File: src/design/vp8_settings.svh
// Block geometry, quantizer fixed-point and clamp constants, datapath field widths
`ifndef VP8_SETTINGS_SVH
`define VP8_SETTINGS_SVH

// ----------------------------------------
// Block geometry
// ----------------------------------------
`define VP8_BLK_DIM    4
`define VP8_NCOEF      16

// ----------------------------------------
// Quantizer arithmetic
// ----------------------------------------
// Shift after the reciprocal multiply
`define VP8_QFIX       17
`define VP8_MAX_LEVEL  2047

// Strobe to result, transform 2 + quantizer 2 + zigzag 1
`define VP8_PIPE_LAT   5

// ----------------------------------------
// Field widths
// ----------------------------------------
`define VP8_RESID_W    9
`define VP8_COEFF_W    16
`define VP8_LEVEL_W    16
`define VP8_QSTEP_W    16
`define VP8_QWIDE_W    32

`endif

File: src/design/vp8_resid_pkg.sv
// Scalar typedefs, block arrays and quantizer structs for the residual pipeline
`include "vp8_settings.svh"

package vp8_resid_pkg;

    // ----------------------------------------
    // Scalars
    // ----------------------------------------
    typedef logic signed [`VP8_RESID_W-1:0] resid_t;
    typedef logic signed [`VP8_COEFF_W-1:0] coeff_t;
    typedef logic signed [`VP8_LEVEL_W-1:0] level_t;

    // Step size, reciprocal and sharpen share one width
    typedef logic [`VP8_QSTEP_W-1:0] qstep_t;
    // Bias and zero threshold
    typedef logic [`VP8_QWIDE_W-1:0] qwide_t;

    // ----------------------------------------
    // Whole 4x4 blocks, element 0 is raster 0
    // ----------------------------------------
    typedef resid_t [`VP8_NCOEF-1:0] resid_blk_t;
    typedef coeff_t [`VP8_NCOEF-1:0] coeff_blk_t;
    typedef level_t [`VP8_NCOEF-1:0] level_blk_t;

    // One quantizer class (DC or AC)
    typedef struct packed {
        qstep_t q;
        qstep_t iq;
        qwide_t bias;
        qwide_t zthresh;
        qstep_t sharpen;
    } quant_set_t;

    // Per raster position parameters
    typedef quant_set_t [`VP8_NCOEF-1:0] quant_blk_t;

    // Quantizer result, both halves in raster order
    typedef struct packed {
        level_blk_t level;
        coeff_blk_t dq;
    } quant_res_t;

endpackage

File: src/design/quant_table.sv
// DC and AC quantizer register sets fanned out to one parameter set per coefficient
`timescale 1ns/1ps
`include "vp8_settings.svh"

module quant_table (
    input  logic                      clk,
    input  logic                      rst_n,
    input  logic                      cfg_we_i,
    input  logic                      cfg_ac_i,
    input  vp8_resid_pkg::quant_set_t cfg_set_i,
    output vp8_resid_pkg::quant_blk_t qblk_o
);
    import vp8_resid_pkg::*;

    quant_set_t dc_q;
    quant_set_t ac_q;

    // ----------------------------------------
    // Configuration registers
    // ----------------------------------------
    always_ff @(posedge clk or negedge rst_n) begin
        if (!rst_n) begin
            dc_q <= '0;
            ac_q <= '0;
        end else if (cfg_we_i) begin
            if (cfg_ac_i) begin
                ac_q <= cfg_set_i;
            end else begin
                dc_q <= cfg_set_i;
            end
        end
    end

    // ----------------------------------------
    // Per position expansion
    // ----------------------------------------
    // Raster 0 is the DC coefficient, everything else uses the AC set
    always_comb begin
        qblk_o    = {`VP8_NCOEF{ac_q}};
        qblk_o[0] = dc_q;
    end

endmodule

File: config.mk
export PLATFORM = sky130hd
export DESIGN_NAME = quant_table
export DESIGN_NICKNAME = d
export VERILOG_FILES = /design/src/design/vp8_resid_pkg.sv /design/src/design/quant_table.sv
export VERILOG_INCLUDE_DIRS = /design/src /design/src/design
export SDC_FILE = /design/constraint.sdc
export NUM_CORES = 1
export LEC_CHECK = 0
export CAP_MARGIN = 20
export CORE_AREA = 5 5 741 743
export DETAILED_ROUTE_END_ITERATION = 6
export DIE_AREA = 0 0 746 748
export DONT_BUFFER_PORTS = 1
export GPL_TIMING_DRIVEN = 0
export PLACE_DENSITY = 0.3
export SETUP_SLACK_MARGIN = 0.4
export SLEW_MARGIN = 10
export SYNTH_ARGS = -nofsm -noshare
export SYNTH_HDL_FRONTEND = slang
export SYNTH_SLANG_ARGS = --single-unit
File: constraint.sdc
create_clock -name clk -period 1.25 [get_ports clk]
set_clock_uncertainty 0.2 [all_clocks]
set_input_delay 0.125 -clock clk [delete_from_list [all_inputs] [get_ports clk]]
set_output_delay 0.125 -clock clk [all_outputs]
set_load 0.01 [all_outputs]
# Yosys cells after proc, flatten, opt, wreduce, memory -nomap -nowiden
# Index checks and enable logic that the tools add are counted.
[totals]
ff_bits = 224
inputBits = 116
out_inout_bits = 1792
wordCells = 13
[op_classes]
bitwise = 1
n_reduce_logical = 2
[op_table]
columns = ["cell", "count"]
rows = [
  ["2-bit AND reduction", 2],
  ["1-bit NOT", 1],
]

# Logic depth before layout (Yosys ltp)
[logic_depth]
ltp_word = 2
mapped_depth = 4
depth_no_buf = 2

# Least setup slack after synthesis
# Ideal clock, no wire load.
[synth_path]
kind = "input port to flip-flop"
start = "input port cfg_we_i"
end = "register dc_q, in the netlist qblk_o[33]"
setup_ns = 0.125
t_arrival_ns = 0.922
t_required_ns = 0.925
slack_ns = 0.003
path_stages = 4
path_buffers = 2
cell_sequence = "nor2b_2 > buf_6 > buf_6 > mux2_2"
[synth_via]
elab_chain_len = 1
[synth_lines]
columns = ["element", "line", "rtl"]
rows = [
  ["start: declaration", "quant_table.sv:8", "input logic cfg_we_i,"],
  ["2-bit AND reduction (no source line)", "-", ""],
  ["end signal: assignment", "quant_table.sv:29", "dc_q <= cfg_set_i;"],
  ["end: declaration", "quant_table.sv:15", "quant_set_t dc_q;"],
]
# No other way between the ends.
# A chain may end at the register's enable or synchronous reset.

# Final worst setup path
[layout_path]
start = "register ac_q, in the netlist qblk_o[159]"
end = "output port qblk_o[383] in the netlist's numbering"
[layout_rtl]
columns = ["element", "line", "rtl"]
rows = [
  ["start: declaration", "quant_table.sv:16", "quant_set_t ac_q;"],
  ["start signal: assignment", "quant_table.sv:27", "ac_q <= cfg_set_i;"],
  ["end: declaration", "quant_table.sv:11", "output vp8_resid_pkg::quant_blk_t qblk_o"],
]
# No word-level cell between the ends.

==> reports/metrics.cfg <==
[critical_path]
crit_path_start=qblk_o[159]
crit_buf_inv=1
startpoint_type=flip-flop
crit_family=flip-flops
cp-end-kind=output port
reg2regPathDepth=1
critPathRequiredTime_ns=0.93
path_cells=buf_6
cpMaxStageDelayCell=dfrtp_4
cp.arrival_ns=2.00
regToRegStartpoint=qblk_o[159]
crit_cells=1
cp_max_fo=17
worst_path_largest_cell_delay_ns=1.05
crit_type=flip-flop to output port

[routing]
drc=0
routedWlPerCell_um=23.1
ant_nets=0
drtIter0Drc=420
drt_first_pass_iters=4
drt-total-wl_um=224000
vias_per_cell=1.51
vias=14600

[sta]
rsz0062_at_grt=true
max_clock_freq_mhz=430
maxSlewViolCount=0
tightest_slew_ns=1.08
setup_viol=1919
layout_setup_ws_ns=-1.08
hold_viol_final=306
hold_ws_ns=-1.01
period_needed_ns=2.33
timing.final.crit_share_pct=186
relSlewSlack_pct=27.8

[synth]
synth_enable_flop_cells=0
synth_async_sr_flop_share_pct=100
ys.flop_type=dfrtp_1
synth.most_common_cell=buf_4
synth_commonest_cells=buf_4, dfrtp_1, mux2_2
syn_nets=2158
netlist_instances=2042
yosys.area.top_type_share_pct=58.7
synthesis.area_um2=20100
ys_seq_elements=224
avgSynthCellArea_um2=9.85
synth_cell_types=8
ys_warn_count=0
seq_area_frac_synth_pct=27.9
synth_top_area_cell=buf_4
synth_area_leaders=buf_4, dfrtp_1, mux2_2

[clock_tree]
htree_levels=2
clock_sinks=224
numCtsBuffers=41
clk_path_buf_depth=3
cts-root-buf=clkbuf_16
path_clk_slew_ns=0.06
cts_hold_buffers=112
cts_tree=yes
clk_latency_ns=0.67

[job]
drv_cap=0

[layout]
seq_area_um2=6030
n_fill_cell=62600
multi_input_area_um2=2980
final_util_pct=7.90
drive_gt1_share_pct=90.2
largest_reg_flops=224
final-instance-count-excl-fill=9710
final_nets=2534
area_delta_synth_final_pct=113

[placed_design]
dp.cells=9276
pre_cts_slack_ns=-0.741
hpwl_um=147000
io_buffers=0
routabilityCongestion=0.644

[global_routing]
grt_pass1_wl_um=244000
grt_pass1_vias=15800
grt_util_all_layers_pct=7.12
grt-ovfl-total=0
antenna_found_initial=88
grt_max_degree=225

[floorplan]
num_io_pins=1908
start_util_pct=3.71
core_um2=542000
die_area_um2=558000
fp-row-count=271
dieHeight_um=748
fp.dieW_um=746

[power]
power.density_nw_per_um2=1430
leakagePower_nw=16.8
fin_total_pwr_w=0.0612
vdd_drop_max_mv=0.940

[worst_hold_path]
hold_path_class=input pin to async pin

[outcome]
violations=negative hold slack, negative setup slack
outcome=complete, but fails checks

[placed cells by master, fill, tap and decap left out, drive strengths merged]
cell type,netlist,routed
clkinvlp,0,1
inv,0,2
clkinv,0,13
nor2b,1,1
dfrtp,224,224
dlygate4sd3,0,112
bufinv,0,5
clkbuf,0,58
buf,1592,1810
nand2,1,1
mux2,224,224
diode,0,25
[final cells by class]
cell class / instances / area share, %
diodes: 25 / 0.146
repair buffers: 333 / 12.2
multi-input cells: 226 / 6.96
well taps: 7234 / 21.1
clock inverters: 21 / 0.613
flip-flops and latches: 224 / 14.1
clock buffers: 55 / 2.66
plain buffers: 1592 / 42.2
[routing by layer]
layer | share of wire (%) | global-route usage, % | wire (um) | up-vias
li1 | - | - | - | 5676
met1 | 43 | 9.05 | 95900 | 7397
met2 | 46 | 11.8 | 104000 | 1374
met3 | 8.3 | 2.08 | 18500 | 177
met4 | 2.7 | 1.63 | 5990 | 20
met5 | 0.059 | 0 | 133 | -
[where the power goes]
group	leakage [nW]	total (W)	switching [W]	internal (W)
clock network	0.688	0.0126	0.00518	0.00745
logic	13.6	0.0328	0.0142	0.0186
registers	2.52	0.0158	0.00712	0.00864
total	16.8	0.0612	0.0265	0.0347
[kinds of logic (layout without fill, tap and decap cells)]
group | count (synthesis) | in the layout | share of synthesized area (%)
muxes | 224 | 224 | 12.5
other | 0 | 25 | 0
DFF | 224 | 224 | 27.9
buffers and inverters | 1592 | 2001 | 59.5
and+or+nand+nor | 2 | 2 | 0.0622
[repair_timing]
item                       4_1_cts  5_1_grt
pin swaps                        0        0
setup endpoints to repair     2016     2016
hold endpoints to repair       448      367
setup buffers                  146       75
resized for setup              174      168
[per-stage QoR]
step	setup TNS, ns	instance area (um2)
finish	-1188.84	42800
global placement	-177.32	36000
detailed placement	-186.01	36000
floorplan	0	27000
global route	-1434.24	42800
CTS	-1529.86	41200
[path summary, 6_finish.rpt]
path                               endpoint  slack [ns]
worst max-delay path            qblk_o[383]       -1.08
worst min-delay path            qblk_o[137]       -1.01
worst max register to register  qblk_o[159]       -0.36
worst min register to register   qblk_o[77]        0.41
max in group asynchronous       qblk_o[201]        0.88
min in group clk                qblk_o[110]       -0.22
Note: power is estimated with default switching activity, not from simulation.
