$ cat config.mk
export PLATFORM = sky130hd
export DESIGN_NAME = zigzag_nz
export DESIGN_NICKNAME = d
export VERILOG_FILES = /design/src/design/vp8_resid_pkg.sv /design/src/design/zigzag_nz.sv
export VERILOG_INCLUDE_DIRS = /design/src /design/src/design
export SDC_FILE = /design/constraint.sdc
export NUM_CORES = 1
export LEC_CHECK = 0
export BUFFER_PORTS_ARGS = -buffer_cell sky130_fd_sc_hd__buf_4
export CAP_MARGIN = 20
export CORE_AREA = 5 5 395 397
export CTS_CLUSTER_DIAMETER = 100
export DETAILED_ROUTE_END_ITERATION = 16
export DIE_AREA = 0 0 400 402
export PLACE_DENSITY_LB_ADDON = 0.12
export SYNTH_ARGS = -nofsm -noshare
export SYNTH_HDL_FRONTEND = slang
export SYNTH_SLANG_ARGS = --single-unit
$ cat constraint.sdc
create_clock -name clk -period 0.8 [get_ports clk]
set_clock_uncertainty 0.2 [all_clocks]
set_input_delay 0.16 -clock clk [delete_from_list [all_inputs] [get_ports clk]]
set_output_delay 0.16 -clock clk [all_outputs]
set_load 0.01 [all_outputs]
$ cat src/design/vp8_settings.svh
// Block geometry, quantizer fixed-point and clamp constants, datapath field widths
`ifndef VP8_SETTINGS_SVH
`define VP8_SETTINGS_SVH

// ----------------------------------------
// Block geometry
// ----------------------------------------
`define VP8_BLK_DIM    4
`define VP8_NCOEF      16

// ----------------------------------------
// Quantizer arithmetic
// ----------------------------------------
// Shift after the reciprocal multiply
`define VP8_QFIX       17
`define VP8_MAX_LEVEL  2047

// Strobe to result, transform 2 + quantizer 2 + zigzag 1
`define VP8_PIPE_LAT   5

// ----------------------------------------
// Field widths
// ----------------------------------------
`define VP8_RESID_W    9
`define VP8_COEFF_W    16
`define VP8_LEVEL_W    16
`define VP8_QSTEP_W    16
`define VP8_QWIDE_W    32

`endif

$ cat src/design/vp8_resid_pkg.sv
// Scalar typedefs, block arrays and quantizer structs for the residual pipeline
`include "vp8_settings.svh"

package vp8_resid_pkg;

    // ----------------------------------------
    // Scalars
    // ----------------------------------------
    typedef logic signed [`VP8_RESID_W-1:0] resid_t;
    typedef logic signed [`VP8_COEFF_W-1:0] coeff_t;
    typedef logic signed [`VP8_LEVEL_W-1:0] level_t;

    // Step size, reciprocal and sharpen share one width
    typedef logic [`VP8_QSTEP_W-1:0] qstep_t;
    // Bias and zero threshold
    typedef logic [`VP8_QWIDE_W-1:0] qwide_t;

    // ----------------------------------------
    // Whole 4x4 blocks, element 0 is raster 0
    // ----------------------------------------
    typedef resid_t [`VP8_NCOEF-1:0] resid_blk_t;
    typedef coeff_t [`VP8_NCOEF-1:0] coeff_blk_t;
    typedef level_t [`VP8_NCOEF-1:0] level_blk_t;

    // One quantizer class (DC or AC)
    typedef struct packed {
        qstep_t q;
        qstep_t iq;
        qwide_t bias;
        qwide_t zthresh;
        qstep_t sharpen;
    } quant_set_t;

    // Per raster position parameters
    typedef quant_set_t [`VP8_NCOEF-1:0] quant_blk_t;

    // Quantizer result, both halves in raster order
    typedef struct packed {
        level_blk_t level;
        coeff_blk_t dq;
    } quant_res_t;

endpackage

$ cat src/design/zigzag_nz.sv
// Output stage with zigzag level reorder, dequantized pass-through and nonzero flag
`timescale 1ns/1ps
`include "vp8_settings.svh"

module zigzag_nz (
    input  logic                      clk,
    input  logic                      rst_n,
    input  logic                      in_valid_i,
    input  vp8_resid_pkg::quant_res_t res_i,
    output logic                      out_valid_o,
    output vp8_resid_pkg::level_blk_t levels_o,
    output vp8_resid_pkg::coeff_blk_t dq_o,
    output logic                      nz_o
);
    import vp8_resid_pkg::*;

    // Raster index feeding each zigzag slot
    localparam int zz_idx [`VP8_NCOEF] = '{0, 1, 4, 8, 5, 2, 3, 6, 9, 12, 13, 10, 7, 11, 14, 15};

    level_blk_t zz_d;

    always_comb begin
        for (int k = 0; k < `VP8_NCOEF; k++) begin
            zz_d[k] = res_i.level[zz_idx[k]];
        end
    end

    // ----------------------------------------
    // Output registers
    // ----------------------------------------
    always_ff @(posedge clk or negedge rst_n) begin
        if (!rst_n) begin
            out_valid_o <= 1'b0;
            levels_o    <= '0;
            dq_o        <= '0;
            nz_o        <= 1'b0;
        end else begin
            out_valid_o <= in_valid_i;
            levels_o    <= zz_d;
            dq_o        <= res_i.dq;
            // Any set bit means some level is nonzero
            nz_o        <= |res_i.level;
        end
    end

endmodule

---- After elaboration in Yosys (flattened, before gate mapping) ----
Cells that the tools add are included.
Widths: inputs -> output; s select.
word-level totals
  register bits after elaboration ......... 514
  bits in latches ......................... 0
  memory bits (writable) .................. 0
  bits in read-only memories .............. 0
  output and inout port bits .............. 514
  memories kept ........................... 0
cells by class
  add/subtract/negate cells ............... 0
  multiply operators ...................... 0
  divide/modulo/power cells ............... 0
  order comparisons ....................... 0
  eq/ne operators ......................... 0
  shift operators ......................... 0
  mux-type cells .......................... 0
  bitwise operators ....................... 0
  reductions and logical operators ........ 1
operator list
  cell               count
  $reduce_or 256->1  1

---- Logic depth before layout (Yosys ltp) ----
  depth in word-level cells ............... 1
  gate-level depth with buffers ........... 4
  mapped depth without buffers ............ 4

---- Worst setup path after synthesis ----
Ideal clock, no wire load.
  path kind ............................... input -> register
  start point ............................. in res_i[452] (netlist bit)
  end point ............................... reg nz_o
  data arrival time ....................... 0.881 ns
  data required time ...................... 0.460 ns
  setup slack ............................. -0.421 ns
  stages on the path ...................... 4
  cells stage by stage .................... nor4_1 nand4_1 nor4_1 nand4_1
between the ends
  longest elaborated chain between the ends .. 1
RTL lines
  what                  line             source
  from (decl)           zigzag_nz.sv:9   input vp8_resid_pkg::quant_res_t res_i,
  $reduce_or 256->1     zigzag_nz.sv:42  nz_o <= |res_i.level;
  to (signal assigned)  zigzag_nz.sv:42
  to (decl)             zigzag_nz.sv:13  output logic nz_o
Every way passes these cells.

---- Final worst setup path ----
  start point ............................. in res_i[433] (netlist bit)
  end point ............................... reg nz_o
Same word-level chain as after synthesis.

==> metrics.txt <==
Synth Register Bits 514; HPWL reported at the end of detailed placement 82,940 microns; H-tree depth 3; Yosys cell types 4; Tot Pwr 70.06 mW; Mapped Area 13,410 sq um; Clock Tree Buf Depth 3; initial antenna violation count 26; crit path max fanout 2; TritonCTS Sinks 514; top post-synthesis cells by area dfrtp_1 96%, nor4_1 3.0%, nand4_1 0.79%; PnR worst setup slack -0.9959 ns; XOR/XNOR Fraction of Synth Area 0%; Placed Instances 3,836; I/O Buffers 1,028; DR pass1 iterations 4; layout cells sized above 1 56.98%; min Tclk post-route 1.796 ns; Simple-Gate Fraction of Synth Area 4.104%; DRC Markers 0; Iter 0 DRT Violations 387; num rows 143; non-filler cells, final 4,472; GRT Residual Overflow 0; post-synth top area share 95.90%; fin area 34,840 sq um; Synthesized Nets 1,114; Worst Setup SP res_i[433]; outcome finished with violations; Max Slew Vio Count 0; Critical Path Sink Type flop; setup tns final -378.02 ns; via/cell ratio 2.869; required time of the critical path 1.09 ns; Hold WS -0.5440 ns; register area share after synthesis 95.90%; VDD IR max 1309 uV; Ys Warns 0; Initial Util 8.851%; hold violation count in the final report 121; leak pwr 15.84 nW; vias in the first global route 15,310; Synth area leader dfrtp_1; WHS Endpoint levels_o[242]$_DFF_PN0_; final net count 2,898; Synth Area in Adders 0%; synthesized area per cell 22.39 sq um; Area Overhead vs Synth 159.8%; chip height 402 microns; largest family of logic cells by synthesized area simple AND/OR/NAND/NOR gates; Slew @ Worst Pin 0.7425 ns; CTS clk-pin slew, worst paths 0.05 ns; worst hold path depth 1; Hold Crit Class primary input to flop; final setup fails 907; RSZ-0062 raised after global routing true; Critical Path AT 2.08 ns; cell count after synthesis 599; CP Launch Type primary input; Setup CP Type primary input to flop; Placement Cell Area 25,340 sq um; first-pass GRT wire length 131,000 microns; routability cong. 0.8415; Achievable Freq 556.8 MHz; wire per inst 22.15 microns; Rel. slew slack 50.05%; Hold Startpoint res_i[498]; Pwr per Cell Area 2011 nW/um^2; GRT Overall Usage 11.96%; fin crit share 224.5%; CORE AREA 151,500 sq um; io pins 1,029; Post-DRT Antenna Nets 0; compound-gate portion of the synthesized area 0%; total of max-cap violations 0; multiplexer share of the synthesized area 0%; largest net degree at the start of global routing 34; Num CTS Buffers 73; CTS tree yes; Root Buffer clkbuf_16; Die ar. 160,800 sq um; DRT Wirelength 99,040 microns; Die W 400 microns; via count 12,830; failing checks negative hold slack, negative setup slack
-- registers in the layout, indices dropped and copies added, names as in the netlist --
signal	cells
dq_o	256
levels_o	256
nz_o	1
out_valid_o	1
-- synth_stat cells --
| master | n |
|---|---|
| nand4_1 | 17 |
| dfrtp_1 | 514 |
| nor4_2 | 3 |
| nor4_1 | 65 |
-- how the worst max path moves through the flow --
stage	cells past startpoint	slack, ns	to
after floorplan	4	-0.41	nz_o$_DFF_PN0_
after global placement	8	-2.04	nz_o$_DFF_PN0_
after detailed placement	8	-1.97	nz_o$_DFF_PN0_
after CTS	2	-0.99	levels_o[139]
after global routing	7	-1.02	nz_o$_DFF_PN0_
final	7	-1.0	nz_o$_DFF_PN0_
-- layer usage --
layer  up-vias  track usage [%]  wire length, microns
li1       5647                -                     -
met1      6458            12.61                 35450
met2       600            21.73                 51490
met3       121            5.574                 10190
met4         2            2.443                  1894
met5         -                0                    10
-- logic make-up after synthesis --
logic type and count (synthesis):
DFF 514, and+or+nand+nor 85
-- cells in the final DEF, fill, tap and decap left out --
master         instances
buf_6                514
clkinv_4               3
clkbuf_1              15
dfrtp_2               29
dfrtp_1              485
nand4_1               17
clkbuf_16             73
buf_8                  3
buf_4                677
dlygate4sd3_1        501
clkinv_8               2
buf_12                14
inv_16                 1
inv_6                  4
clkbuf_8              13
nor4_2                30
nor4_4                 8
nor4_1                30
diode_2                6
clkinv_2              12
bufinv_16              3
clkinvlp_4             2
-- stage by stage --
step                setup WS [ns]  utilization (%)
floorplan                 -0.4094                -
CTS                       -0.9853            22.79
global placement           -2.042            16.72
detailed placement         -1.970            16.72
global route               -1.018            22.98
finish                    -0.9959            22.99
-- power by group --
group          total (mW)  leakage [nW]  switching (mW)  internal, mW
Sequential           28.2          5.96           0.836          27.4
Clock                31.8          1.15            12.7          19.0
Combinational        10.1          8.73            3.84          6.25
Total                70.1          15.8            17.4          52.7
-- critical path, cell delays in order --
cell and delay [ns]:
buf_4 0.10, dlygate4sd3_1 0.57, nor4_1 0.44, nand4_1 0.26, nor4_4 0.33, buf_4 0.15, nand4_1 0.08
-- area by class of cell --
type                            instances  area, sq um
Multi-Input combinational cell         85        839.6
Timing Repair Buffer                 1709        16210
Clock buffer                          101         2062
Sequential cell                       514        12900
Antenna cell                            6        15.01
Tap cell                             2030         2540
Clock inverter                         27        279.0
Fill cell                           16260       116700
-- what timing repair did --
| action | 4_1_cts | 5_1_grt |
|---|---|---|
| setup endpoints to repair | 515 | 954 |
| hold endpoints to repair | 1028 | 874 |
| gates resized for setup | 556 | 19 |
| pin swaps | 3 | 11 |
| buffers inserted | 0 | 0 |
| hold buffers | 484 | 27 |
(Power assumes the default switching activity.)
